<file path="src/common/fetch_pkg.sv">
/* shared types and constants of the fetch subsystem; XLEN is fixed at 32 and
   the compressed helpers cover only the RV32C subset that the expander handles */
package fetch_pkg;

  localparam int XLEN = 32;

  //////////////////////////////////////////////////
  // selector encodings
  //////////////////////////////////////////////////

  typedef enum logic [2:0] {
    PC_BOOT      = 3'd0,
    PC_JUMP      = 3'd1,
    PC_BRANCH    = 3'd2,
    PC_EXCEPTION = 3'd3,
    PC_MRET      = 3'd4,
    PC_DRET      = 3'd5,
    PC_FENCEI    = 3'd6
  } pc_mux_e;

  typedef enum logic [1:0] {
    EXC_PC_EXCEPTION = 2'd0,  // synchronous trap
    EXC_PC_IRQ       = 2'd1,  // vectored interrupt
    EXC_PC_DBD       = 2'd2   // debug halt
  } exc_pc_mux_e;

  typedef enum logic {
    FETCH_IDLE = 1'b0,
    FETCH_WAIT = 1'b1
  } fetch_state_e;

  // instr[1:0], value 3 is a full 32-bit word
  typedef enum logic [1:0] {
    C_Q0 = 2'd0,
    C_Q1 = 2'd1,
    C_Q2 = 2'd2
  } c_opcode_e;

  //////////////////////////////////////////////////
  // helpers for the compressed expander
  //////////////////////////////////////////////////

  localparam logic [6:0] OPC_LOAD  = 7'b0000011;
  localparam logic [6:0] OPC_STORE = 7'b0100011;
  localparam logic [6:0] OPC_OPIMM = 7'b0010011;
  localparam logic [6:0] OPC_OP    = 7'b0110011;
  localparam logic [6:0] OPC_JAL   = 7'b1101111;

  // 3-bit register field maps onto x8..x15
  function automatic logic [4:0] c_reg(input logic [2:0] r);
    return {2'b01, r};
  endfunction

endpackage

</file>
<file path="src/common/fetch_stream_if.sv">
/* word stream from the prefetch queue to fetch control; valid never waits on
   ready and the payload holds while valid is high */
`timescale 1ns/1ps

interface fetch_stream_if;
  import fetch_pkg::*;

  logic            valid;  // head of queue present
  logic            ready;  // sink takes the word this edge
  logic [XLEN-1:0] rdata;  // raw fetched word
  logic [XLEN-1:0] addr;   // word address of rdata
  logic            err;    // bus error on this fetch

  modport src (
    output valid, rdata, addr, err,
    input  ready
  );

  modport snk (
    input  valid, rdata, addr, err,
    output ready
  );

endinterface

</file>
<file path="src/prefetch/prefetch_buffer.sv">
/* single-beat Wishbone classic reads, one cycle outstanding at most; all
   addresses are word aligned and FIFO_DEPTH must be a power of two, 2 or more */
`timescale 1ns/1ps

module prefetch_buffer #(
  parameter int FIFO_DEPTH = 2
) (
  input  logic                        clk,
  input  logic                        rst_n,
  input  logic                        req_i,
  input  logic                        branch_i,
  input  logic [fetch_pkg::XLEN-1:0]  branch_addr_i,
  fetch_stream_if.src                 out,
  output logic                        wb_cyc_o,
  output logic                        wb_stb_o,
  output logic [fetch_pkg::XLEN-1:0]  wb_adr_o,
  input  logic                        wb_ack_i,
  input  logic                        wb_err_i,
  input  logic [fetch_pkg::XLEN-1:0]  wb_dat_i,
  output logic                        busy_o
);
  import fetch_pkg::*;

  localparam int PTR_W = $clog2(FIFO_DEPTH);

  logic [XLEN-1:0]  fetch_addr_q;  // next sequential word
  logic [XLEN-1:0]  adr_q;         // address of the open cycle
  logic             cyc_q;         // bus cycle open
  logic             discard_q;     // open cycle overtaken by a branch

  logic [XLEN-1:0]  data_mem [FIFO_DEPTH];
  logic [XLEN-1:0]  addr_mem [FIFO_DEPTH];
  logic             err_mem  [FIFO_DEPTH];
  logic [PTR_W-1:0] wr_ptr_q, rd_ptr_q;
  logic [PTR_W:0]   count_q;

  logic [XLEN-1:0]  issue_addr;
  logic             resp, push, pop, room, start;

  //////////////////////////////////////////////////
  // bus side
  //////////////////////////////////////////////////

  assign resp = cyc_q & (wb_ack_i | wb_err_i);
  assign push = resp & ~discard_q & ~branch_i;  // stale or flushed responses dropped
  assign pop  = out.valid & out.ready;

  // queued words plus the one in flight must stay below depth
  assign room = (int'(count_q) + int'(cyc_q)) < FIFO_DEPTH;

  // a branch goes straight to its target, otherwise continue sequentially
  assign issue_addr = branch_i ? {branch_addr_i[XLEN-1:2], 2'b00}
                               : {fetch_addr_q[XLEN-1:2], 2'b00};

  // cyc_q low for the cycle after ack keeps the mandatory idle gap
  assign start = ~cyc_q & req_i & (branch_i | room);

  always_ff @(posedge clk or negedge rst_n) begin
    if (!rst_n) begin
      cyc_q        <= 1'b0;
      discard_q    <= 1'b0;
      adr_q        <= '0;
      fetch_addr_q <= '0;
    end else begin
      if (resp) begin
        cyc_q     <= 1'b0;
        discard_q <= 1'b0;
      end else if (branch_i && cyc_q) begin
        discard_q <= 1'b1;  // let the cycle finish, throw the data away
      end
      if (start) begin
        cyc_q        <= 1'b1;
        adr_q        <= issue_addr;
        fetch_addr_q <= issue_addr + XLEN'(4);
      end else if (branch_i) begin
        fetch_addr_q <= issue_addr;  // issued once the old cycle closes
      end
    end
  end

  assign wb_cyc_o = cyc_q;
  assign wb_stb_o = cyc_q;
  assign wb_adr_o = adr_q;

  //////////////////////////////////////////////////
  // instruction queue
  //////////////////////////////////////////////////

  always_ff @(posedge clk or negedge rst_n) begin
    if (!rst_n) begin
      wr_ptr_q <= '0;
      rd_ptr_q <= '0;
      count_q  <= '0;
    end else if (branch_i) begin
      wr_ptr_q <= '0;  // flush
      rd_ptr_q <= '0;
      count_q  <= '0;
    end else begin
      if (push) wr_ptr_q <= wr_ptr_q + 1'b1;
      if (pop)  rd_ptr_q <= rd_ptr_q + 1'b1;
      count_q <= count_q + (PTR_W+1)'(push) - (PTR_W+1)'(pop);
    end
  end

  // payload storage
  always_ff @(posedge clk) begin
    if (push) begin
      data_mem[wr_ptr_q] <= wb_dat_i;
      addr_mem[wr_ptr_q] <= adr_q;
      err_mem[wr_ptr_q]  <= wb_err_i;
    end
  end

  assign out.valid = (count_q != '0);
  assign out.rdata = data_mem[rd_ptr_q];
  assign out.addr  = addr_mem[rd_ptr_q];
  assign out.err   = err_mem[rd_ptr_q];

  assign busy_o = cyc_q | (count_q != '0);

endmodule

</file>
<file path="src/rtl/compressed_expander.sv">
/* combinational; only c.addi c.li c.lw c.sw c.j c.mv c.add are expanded, any
   other 16-bit encoding is flagged illegal and passed through as is */
`timescale 1ns/1ps

module compressed_expander (
  input  logic [fetch_pkg::XLEN-1:0] instr_i,
  output logic [fetch_pkg::XLEN-1:0] instr_o,
  output logic                       is_compressed_o,
  output logic                       illegal_o
);
  import fetch_pkg::*;

  c_opcode_e   quad;
  logic [2:0]  funct3;
  logic [4:0]  rd;        // full rd/rs1 field
  logic [4:0]  rs2;       // full rs2 field
  logic [4:0]  rd_p;      // rd' / rs2' in x8..x15
  logic [4:0]  rs1_p;     // rs1' in x8..x15
  logic [11:0] imm6_sx;   // sign extended ci immediate
  logic [11:0] lw_off;    // zero extended word offset

  assign quad    = c_opcode_e'(instr_i[1:0]);
  assign funct3  = instr_i[15:13];
  assign rd      = instr_i[11:7];
  assign rs2     = instr_i[6:2];
  assign rd_p    = c_reg(instr_i[4:2]);
  assign rs1_p   = c_reg(instr_i[9:7]);
  assign imm6_sx = {{6{instr_i[12]}}, instr_i[12], instr_i[6:2]};
  assign lw_off  = {5'b0, instr_i[5], instr_i[12:10], instr_i[6], 2'b00};

  assign is_compressed_o = (instr_i[1:0] != 2'b11);

  always_comb begin
    instr_o   = instr_i;  // full words and illegal ones pass through
    illegal_o = 1'b0;

    if (is_compressed_o) begin
      illegal_o = 1'b1;  // cleared by each supported encoding
      unique case (quad)
        C_Q0: begin
          if (funct3 == 3'b010) begin          // c.lw
            instr_o   = {lw_off, rs1_p, 3'b010, rd_p, OPC_LOAD};
            illegal_o = 1'b0;
          end else if (funct3 == 3'b110) begin // c.sw
            instr_o   = {lw_off[11:5], rd_p, rs1_p, 3'b010, lw_off[4:0], OPC_STORE};
            illegal_o = 1'b0;
          end
        end

        C_Q1: begin
          if (funct3 == 3'b000) begin          // c.addi
            instr_o   = {imm6_sx, rd, 3'b000, rd, OPC_OPIMM};
            illegal_o = 1'b0;
          end else if (funct3 == 3'b010) begin // c.li
            instr_o   = {imm6_sx, 5'd0, 3'b000, rd, OPC_OPIMM};
            illegal_o = 1'b0;
          end else if (funct3 == 3'b101) begin // c.j, jal x0
            instr_o   = {instr_i[12], instr_i[8], instr_i[10:9], instr_i[6],
                         instr_i[7], instr_i[2], instr_i[11], instr_i[5:3],
                         instr_i[12], {8{instr_i[12]}}, 5'd0, OPC_JAL};
            illegal_o = 1'b0;
          end
        end

        C_Q2: begin
          // c.mv / c.add, rs2 of zero belongs to c.jr/c.jalr
          if (funct3 == 3'b100 && rs2 != 5'd0) begin
            if (instr_i[12]) begin
              instr_o = {7'b0, rs2, rd, 3'b000, rd, OPC_OP};     // c.add
            end else begin
              instr_o = {7'b0, rs2, 5'd0, 3'b000, rd, OPC_OP};   // c.mv
            end
            illegal_o = 1'b0;
          end
        end

        default: ;
      endcase
    end
  end

endmodule

</file>
<file path="src/rtl/fetch_ctrl.sv">
/* the IF/ID register holds while decode stalls; a pc set always wins over
   acceptance in the same cycle */
`timescale 1ns/1ps

module fetch_ctrl (
  input  logic                       clk,
  input  logic                       rst_n,
  input  logic                       req_i,
  input  logic                       pc_set_i,
  input  logic                       clear_instr_valid_i,
  input  logic                       halt_if_i,
  input  logic                       id_ready_i,
  fetch_stream_if.snk                in,
  output logic                       branch_o,
  input  logic [fetch_pkg::XLEN-1:0] exp_instr_i,
  input  logic                       exp_compressed_i,
  input  logic                       exp_illegal_i,
  output logic                       instr_valid_id_o,
  output logic [fetch_pkg::XLEN-1:0] instr_rdata_id_o,
  output logic                       is_compressed_id_o,
  output logic                       illegal_c_insn_id_o,
  output logic [fetch_pkg::XLEN-1:0] pc_id_o,
  output logic                       fetch_err_id_o,
  output logic                       perf_imiss_o
);
  import fetch_pkg::*;

  fetch_state_e state_q, state_n;
  logic         accept;  // word moves into IF/ID this edge

  //////////////////////////////////////////////////
  // fetch FSM
  //////////////////////////////////////////////////

  always_ff @(posedge clk or negedge rst_n) begin
    if (!rst_n) state_q <= FETCH_IDLE;
    else        state_q <= state_n;
  end

  always_comb begin
    state_n  = state_q;
    branch_o = 1'b0;

    unique case (state_q)
      FETCH_IDLE: begin
        if (req_i) begin
          branch_o = 1'b1;  // first fetch from the selected address
          state_n  = FETCH_WAIT;
        end
      end
      FETCH_WAIT: ;         // stay, words flow through ready
    endcase

    // redirect from any state, offered word is dropped by the flush
    if (pc_set_i) begin
      branch_o = 1'b1;
      state_n  = FETCH_WAIT;
    end
  end

  // ready is independent of valid
  assign in.ready = (state_q == FETCH_WAIT) & ~pc_set_i & req_i & id_ready_i & ~halt_if_i;
  assign accept   = in.valid & in.ready;

  assign perf_imiss_o = ~in.valid | branch_o;

  //////////////////////////////////////////////////
  // IF/ID register
  //////////////////////////////////////////////////

  always_ff @(posedge clk or negedge rst_n) begin
    if (!rst_n) begin
      instr_valid_id_o <= 1'b0;
      fetch_err_id_o   <= 1'b0;
    end else if (accept) begin
      instr_valid_id_o <= 1'b1;
      fetch_err_id_o   <= in.err;
    end else if (clear_instr_valid_i) begin
      instr_valid_id_o <= 1'b0;  // decode consumed it, nothing new
    end
  end

  always_ff @(posedge clk) begin
    if (accept) begin
      instr_rdata_id_o    <= exp_instr_i;
      is_compressed_id_o  <= exp_compressed_i;
      illegal_c_insn_id_o <= exp_illegal_i;
      pc_id_o             <= in.addr;
    end
  end

endmodule

</file>
<file path="src/rtl/fetch_top.sv">
/* instruction fetch subsystem top; memory must answer every cycle with ack
   or err, latency to instr_valid_id_o follows the ack delay */
`timescale 1ns/1ps

module fetch_top #(
  parameter int FIFO_DEPTH       = 2,
  parameter bit IGNORE_CAUSE_MSB = 1'b0
) (
  input  logic                       clk,
  input  logic                       rst_n,
  // control from the core
  input  logic                       req_i,
  input  logic                       pc_set_i,
  input  fetch_pkg::pc_mux_e         pc_mux_i,
  input  fetch_pkg::exc_pc_mux_e     exc_pc_mux_i,
  input  logic [30:0]                boot_addr_i,
  input  logic [23:0]                trap_base_addr_i,
  input  logic [5:0]                 irq_cause_i,
  input  logic [29:0]                dm_halt_addr_i,
  input  logic [fetch_pkg::XLEN-1:0] mepc_i,
  input  logic [fetch_pkg::XLEN-1:0] depc_i,
  input  logic [fetch_pkg::XLEN-1:0] jump_target_id_i,
  input  logic [fetch_pkg::XLEN-1:0] jump_target_ex_i,
  input  logic                       clear_instr_valid_i,
  input  logic                       halt_if_i,
  input  logic                       id_ready_i,
  // Wishbone classic master
  output logic                       wb_cyc_o,
  output logic                       wb_stb_o,
  output logic [fetch_pkg::XLEN-1:0] wb_adr_o,
  input  logic                       wb_ack_i,
  input  logic                       wb_err_i,
  input  logic [fetch_pkg::XLEN-1:0] wb_dat_i,
  // IF/ID and status
  output logic                       instr_valid_id_o,
  output logic [fetch_pkg::XLEN-1:0] instr_rdata_id_o,
  output logic                       is_compressed_id_o,
  output logic                       illegal_c_insn_id_o,
  output logic [fetch_pkg::XLEN-1:0] pc_id_o,
  output logic                       fetch_err_id_o,
  output logic                       perf_imiss_o,
  output logic [fetch_pkg::XLEN-1:0] pc_if_o,
  output logic                       if_busy_o
);
  import fetch_pkg::*;

  logic [XLEN-1:0] fetch_addr_n;
  logic            branch;
  logic [XLEN-1:0] exp_instr;
  logic            exp_compressed, exp_illegal;

  fetch_stream_if fetch_stream ();

  assign pc_if_o = fetch_stream.addr;  // address of the offered word

  pc_select #(
    .IGNORE_CAUSE_MSB (IGNORE_CAUSE_MSB)
  ) i_pc_select (
    .pc_mux_i         (pc_mux_i),
    .exc_pc_mux_i     (exc_pc_mux_i),
    .boot_addr_i      (boot_addr_i),
    .trap_base_addr_i (trap_base_addr_i),
    .irq_cause_i      (irq_cause_i),
    .dm_halt_addr_i   (dm_halt_addr_i),
    .mepc_i           (mepc_i),
    .depc_i           (depc_i),
    .jump_target_id_i (jump_target_id_i),
    .jump_target_ex_i (jump_target_ex_i),
    .pc_id_i          (pc_id_o),
    .fetch_addr_n_o   (fetch_addr_n)
  );

  prefetch_buffer #(
    .FIFO_DEPTH (FIFO_DEPTH)
  ) i_prefetch_buffer (
    .clk           (clk),
    .rst_n         (rst_n),
    .req_i         (req_i),
    .branch_i      (branch),
    .branch_addr_i ({fetch_addr_n[XLEN-1:1], 1'b0}),
    .out           (fetch_stream.src),
    .wb_cyc_o      (wb_cyc_o),
    .wb_stb_o      (wb_stb_o),
    .wb_adr_o      (wb_adr_o),
    .wb_ack_i      (wb_ack_i),
    .wb_err_i      (wb_err_i),
    .wb_dat_i      (wb_dat_i),
    .busy_o        (if_busy_o)
  );

  // expands the head word before it reaches the IF/ID register
  compressed_expander i_compressed_expander (
    .instr_i         (fetch_stream.rdata),
    .instr_o         (exp_instr),
    .is_compressed_o (exp_compressed),
    .illegal_o       (exp_illegal)
  );

  fetch_ctrl i_fetch_ctrl (
    .clk                 (clk),
    .rst_n               (rst_n),
    .req_i               (req_i),
    .pc_set_i            (pc_set_i),
    .clear_instr_valid_i (clear_instr_valid_i),
    .halt_if_i           (halt_if_i),
    .id_ready_i          (id_ready_i),
    .in                  (fetch_stream.snk),
    .branch_o            (branch),
    .exp_instr_i         (exp_instr),
    .exp_compressed_i    (exp_compressed),
    .exp_illegal_i       (exp_illegal),
    .instr_valid_id_o    (instr_valid_id_o),
    .instr_rdata_id_o    (instr_rdata_id_o),
    .is_compressed_id_o  (is_compressed_id_o),
    .illegal_c_insn_id_o (illegal_c_insn_id_o),
    .pc_id_o             (pc_id_o),
    .fetch_err_id_o      (fetch_err_id_o),
    .perf_imiss_o        (perf_imiss_o)
  );

endmodule

</file>
<file path="src/rtl/pc_select.sv">
/* purely combinational; trap vectors assume a 256-byte aligned trap base and
   a cause below 64 */
`timescale 1ns/1ps

module pc_select #(
  parameter bit IGNORE_CAUSE_MSB = 1'b0
) (
  input  fetch_pkg::pc_mux_e           pc_mux_i,
  input  fetch_pkg::exc_pc_mux_e       exc_pc_mux_i,
  input  logic [30:0]                  boot_addr_i,
  input  logic [23:0]                  trap_base_addr_i,
  input  logic [5:0]                   irq_cause_i,
  input  logic [29:0]                  dm_halt_addr_i,
  input  logic [fetch_pkg::XLEN-1:0]   mepc_i,
  input  logic [fetch_pkg::XLEN-1:0]   depc_i,
  input  logic [fetch_pkg::XLEN-1:0]   jump_target_id_i,
  input  logic [fetch_pkg::XLEN-1:0]   jump_target_ex_i,
  input  logic [fetch_pkg::XLEN-1:0]   pc_id_i,
  output logic [fetch_pkg::XLEN-1:0]   fetch_addr_n_o
);
  import fetch_pkg::*;

  logic [XLEN-1:0] exc_pc;
  logic [5:0]      cause;  // cause after optional msb folding

  // fold upper 32 irqs onto the lower 32 when asked
  assign cause = IGNORE_CAUSE_MSB ? {1'b0, irq_cause_i[4:0]} : irq_cause_i;

  // exception target
  always_comb begin
    unique case (exc_pc_mux_i)
      EXC_PC_IRQ: exc_pc = {trap_base_addr_i, cause, 2'b00};  // base + 4*cause
      EXC_PC_DBD: exc_pc = {dm_halt_addr_i, 2'b00};
      default:    exc_pc = {trap_base_addr_i, 8'h00};         // all sync traps share base
    endcase
  end

  // next fetch address
  always_comb begin
    unique case (pc_mux_i)
      PC_JUMP:      fetch_addr_n_o = jump_target_id_i;
      PC_BRANCH:    fetch_addr_n_o = jump_target_ex_i;
      PC_EXCEPTION: fetch_addr_n_o = exc_pc;
      PC_MRET:      fetch_addr_n_o = mepc_i;
      PC_DRET:      fetch_addr_n_o = depc_i;
      PC_FENCEI:    fetch_addr_n_o = pc_id_i + XLEN'(4);  // refetch everything past the fence
      default:      fetch_addr_n_o = {boot_addr_i, 1'b0};
    endcase
  end

endmodule

</file>
<file path="config.mk">
export PLATFORM = sky130hd
export DESIGN_NAME = fetch_top
export DESIGN_NICKNAME = d
export VERILOG_FILES = /design/src/common/fetch_pkg.sv /design/src/common/fetch_stream_if.sv /design/src/prefetch/prefetch_buffer.sv /design/src/rtl/compressed_expander.sv /design/src/rtl/fetch_ctrl.sv /design/src/rtl/fetch_top.sv /design/src/rtl/pc_select.sv
export SDC_FILE = /design/constraint.sdc
export NUM_CORES = 1
export LEC_CHECK = 0
export ABC_CLOCK_PERIOD_IN_PS = 12480
export BUFFER_PORTS_ARGS = -buffer_cell sky130_fd_sc_hd__buf_2
export CORE_ASPECT_RATIO = 1.75
export CORE_MARGIN = 4
export CORE_UTILIZATION = 53
export DETAILED_ROUTE_END_ITERATION = 10
export PLACE_DENSITY_LB_ADDON = 0.25
export SETUP_SLACK_MARGIN = 0.05
export SLEW_MARGIN = 10
export SYNTH_ARGS = -nofsm -noshare
export SYNTH_HDL_FRONTEND = slang
export SYNTH_SLANG_ARGS = --single-unit
</file>
<file path="constraint.sdc">
create_clock -name clk -period 12.48 [get_ports clk]
set_input_delay 1.872 -clock clk [delete_from_list [all_inputs] [get_ports clk]]
set_output_delay 1.872 -clock clk [all_outputs]
set_load 0.01 [all_outputs]
</file>
==> summary.txt <==
Setup crit end kind -> register
HP Start -> i_prefetch_buffer.fetch_addr_q[10]
gpl congestion -> 0.969
die height -> 221 um
Die X -> 130 um
dpl hpwl -> 38,300 um
first-pass GRT wire length -> 71,400 um
std cell rows -> 77
Pleak -> 6.57 nW
met2 wire length -> 26,000 um
Post-CTS Setup Bufs -> 0
dpl ws -> 6.43 ns
cell taking the most area after synthesis -> edfxtp_1
CTS tree -> built
WP data arrival -> 5.97 ns
WS Path Type -> input port to register
Startpoint Class -> input port
CP Max Fanout -> 66
vias in the first global route -> 12,000
Netlist cell types -> 89
Starting Density -> 54.0%
Longest Clk Path Bufs -> 3
Worst-Skew Late Latency -> 0.53 ns
Initial DRC Count -> 1,097
nets -> 1,846
H-tree depth -> 1
Setup-failing EPs final -> 0
Yosys reg bits -> 259
outcome -> finished clean
worst r2r src -> i_prefetch_buffer.rd_ptr_q
most common cell in the synthesized netlist -> edfxtp_1
fmax -> 180 MHz
initial antenna violation count -> 4
fraction of layout cells with a size suffix above 1 -> 32.8%
clock-pin slew on the worst setup and hold paths -> 0.07 ns
Core ar. -> 25,400 um^2
Area Growth Syn to Fin -> 20.4%
worst-case clock skew -> 0.0163 ns
TritonRoute pass-1 iters -> 6
actual slew at the worst max-slew pin -> 1.11 ns
worst-case headroom to the max-slew limit -> 25.7%
largest net degree at the start of global routing -> 70
largest cells by area after synthesis -> edfxtp_1, dfrtp_1, mux2i_1
Total Power -> 2.12 mW
clock sink count -> 259
Post-Syn Instances -> 1,221
drt total wl -> 48,900 um
top cell type's share of synthesized area -> 41.5%
top sig layer -> met5
met3 WL post-DR -> 4010 um
final worst slack -> 6.93 ns
Max Cap Viol -> 0
CTS Hold Bufs -> 0
worst IR drop on VDD -> 0.0925 mV
setup TNS -> 0 ns
RSZ-0062 raised after global routing -> false
Critical Path RT -> 12.90 ns
Fin. Hold Viols -> 0
port bufs -> 385
Slew Viols, Final -> 0
die area -> 28,700 um^2
top cells by count, synth -> edfxtp_1, nand2_1, nor2_1, dfrtp_1, o21ai_0
ys async rst share -> 26.6%
DRC -> 0
minimum clock period -> 5.55 ns
Seq/Total Area, Yosys -> 54.1%
total grt overflow -> 0
overall routing resource usage -> 33.0%
PD cells -> 128 nW/um^2
wl on met1 -> 16,000 um
CTS buffer count -> 23
IO Pins -> 401
quantity of gates resized following cts -> 0
vias post-DR -> 12,000
YS warnings -> 0
cell area after synthesis -> 13,700 um^2
Antenna Nets Post-Route -> 0
final design utilization -> 65.0%
Mean Syn Cell Area -> 11.3 um^2
crit path launch -> pc_mux_i[2]
Main synth FF type -> edfxtp_1
fin crit share -> 44.5%
Root Driver -> clkbuf_16
Hold Path Class -> register to register
vias per inst -> 6.28
Routed WL per cell -> 25.6 um
number of flops mapped to enable cells by yosys -> 190
## cells in the final DEF (no fill, tap or decap), drive strengths merged, types with 7 or more instances in the layout
master   synthesis  layout
o221ai          11      11
a22o            12      12
a221oi           9       9
inv             23      25
and2            13      13
a2111oi          7       7
o22ai           17      17
a22oi           19      19
mux2i           54      54
a21oi           63      63
a211oi          18      18
nand4           18      18
nand2          123     123
o31a            11      11
o211ai          11      11
dfrtp           69      69
nor3            38      38
buf             53     401
and4            11      11
nor2            81      81
edfxtp         190     190
xnor2           21      21
and3             9       9
nand3b          10      10
clkbuf          24      31
o31ai            8       8
o21ai           70      70
nor4            26      26
nand2b          13      13
a31oi           10      10
or3             14      14
nand3           29      29
mux2            42      42
## worst paths after layout
kind	end	cells past startpoint	slack [ns]
worst max-delay path	i_prefetch_buffer.fetch_addr_q[27]	10	6.93
worst min-delay path	i_prefetch_buffer.fetch_addr_q[10]	1	0.47
worst max register to register	i_fetch_ctrl.instr_rdata_id_o[30]	8	8.15
worst min register to register	i_prefetch_buffer.fetch_addr_q[10]	1	0.47
max in group asynchronous	i_prefetch_buffer.rd_ptr_q	1	10.28
min in group asynchronous	i_prefetch_buffer.wb_adr_o[5]	1	1.47
## layer usage
| layer | track usage [%] | vias up |
|---|---|---|
| met5 | 0 | - |
| met4 | 16.0 | 4 |
| met3 | 5.82 | 130 |
| met2 | 61.1 | 696 |
| met1 | 35.1 | 5760 |
| li1 | - | 5383 |
## critical path, cell delays in order
cell      delay, ns
buf_2          0.18
buf_4          0.59
and3b_1        0.82
o21ai_0        0.42
nor4_4         0.35
a211oi_2       0.11
a211o_1        0.33
or4b_1         0.65
o31a_1         0.34
a211o_1        0.26
## logic make-up (layout without fill, tap and decap cells)
logic type | after synthesis | in the layout | synth area share (%)
flip-flops | 259 | 259 | 54.1
AND/OR/NAND/NOR | 414 | 414 | 16.4
multiplexers | 96 | 96 | 7.38
buffers and inverters | 100 | 465 | 3.72
other | 1 | 7 | 0.0273
XOR/XNOR | 26 | 26 | 1.66
adder cells (fa/ha/maj) | 6 | 6 | 0.546
AO/OA/AOI/OAI | 319 | 319 | 16.1
## area by class of cell
type                    count  area [um^2]
multi-input cells         867         5830
inverters                  23         86.3
fillers                  2105         8900
flip-flops and latches    259         7440
repair buffers            401         2050
well taps                 316          395
clock inverters            10          105
clock buffers              31          636
diodes                      1         2.50
## where the power goes
group	leakage (nW)	internal, mW	total (mW)	switching (mW)
clock network	0.367	0.400	0.712	0.311
logic	3.64	0.139	0.363	0.224
registers	2.56	1.00	1.04	0.0411
total	6.57	1.54	2.12	0.577
## flip-flops by register name (all words and copies together), names as in the netlist
name	count
i_fetch_ctrl.instr_valid_id_o	1
i_fetch_ctrl.pc_id_o	30
i_fetch_ctrl.illegal_c_insn_id_o	1
i_prefetch_buffer.fetch_addr_q	30
i_prefetch_buffer.wb_cyc_o	1
i_prefetch_buffer.count_q	2
i_fetch_ctrl.is_compressed_id_o	1
i_fetch_ctrl.fetch_err_id_o	1
i_prefetch_buffer.data_mem	64
i_prefetch_buffer.err_mem	2
i_prefetch_buffer.wb_adr_o	30
i_fetch_ctrl.instr_rdata_id_o	32
i_prefetch_buffer.discard_q	1
i_fetch_ctrl.state_q	1
i_prefetch_buffer.rd_ptr_q	1
i_prefetch_buffer.wr_ptr_q	1
i_prefetch_buffer.addr_mem	60
## metrics by stage
step	instances	hold slack, ns	area [um^2]
3_3_place_gp	1866	0.459	15800
3_5_place_dp	1866	0.463	15800
5_1_grt	1908	0.501	16500
4_1_cts	1907	0.478	16500
6_report	1908	0.475	16500
2_1_floorplan	1226	0.443	13800
Note: power is estimated with default switching activity, not from simulation.
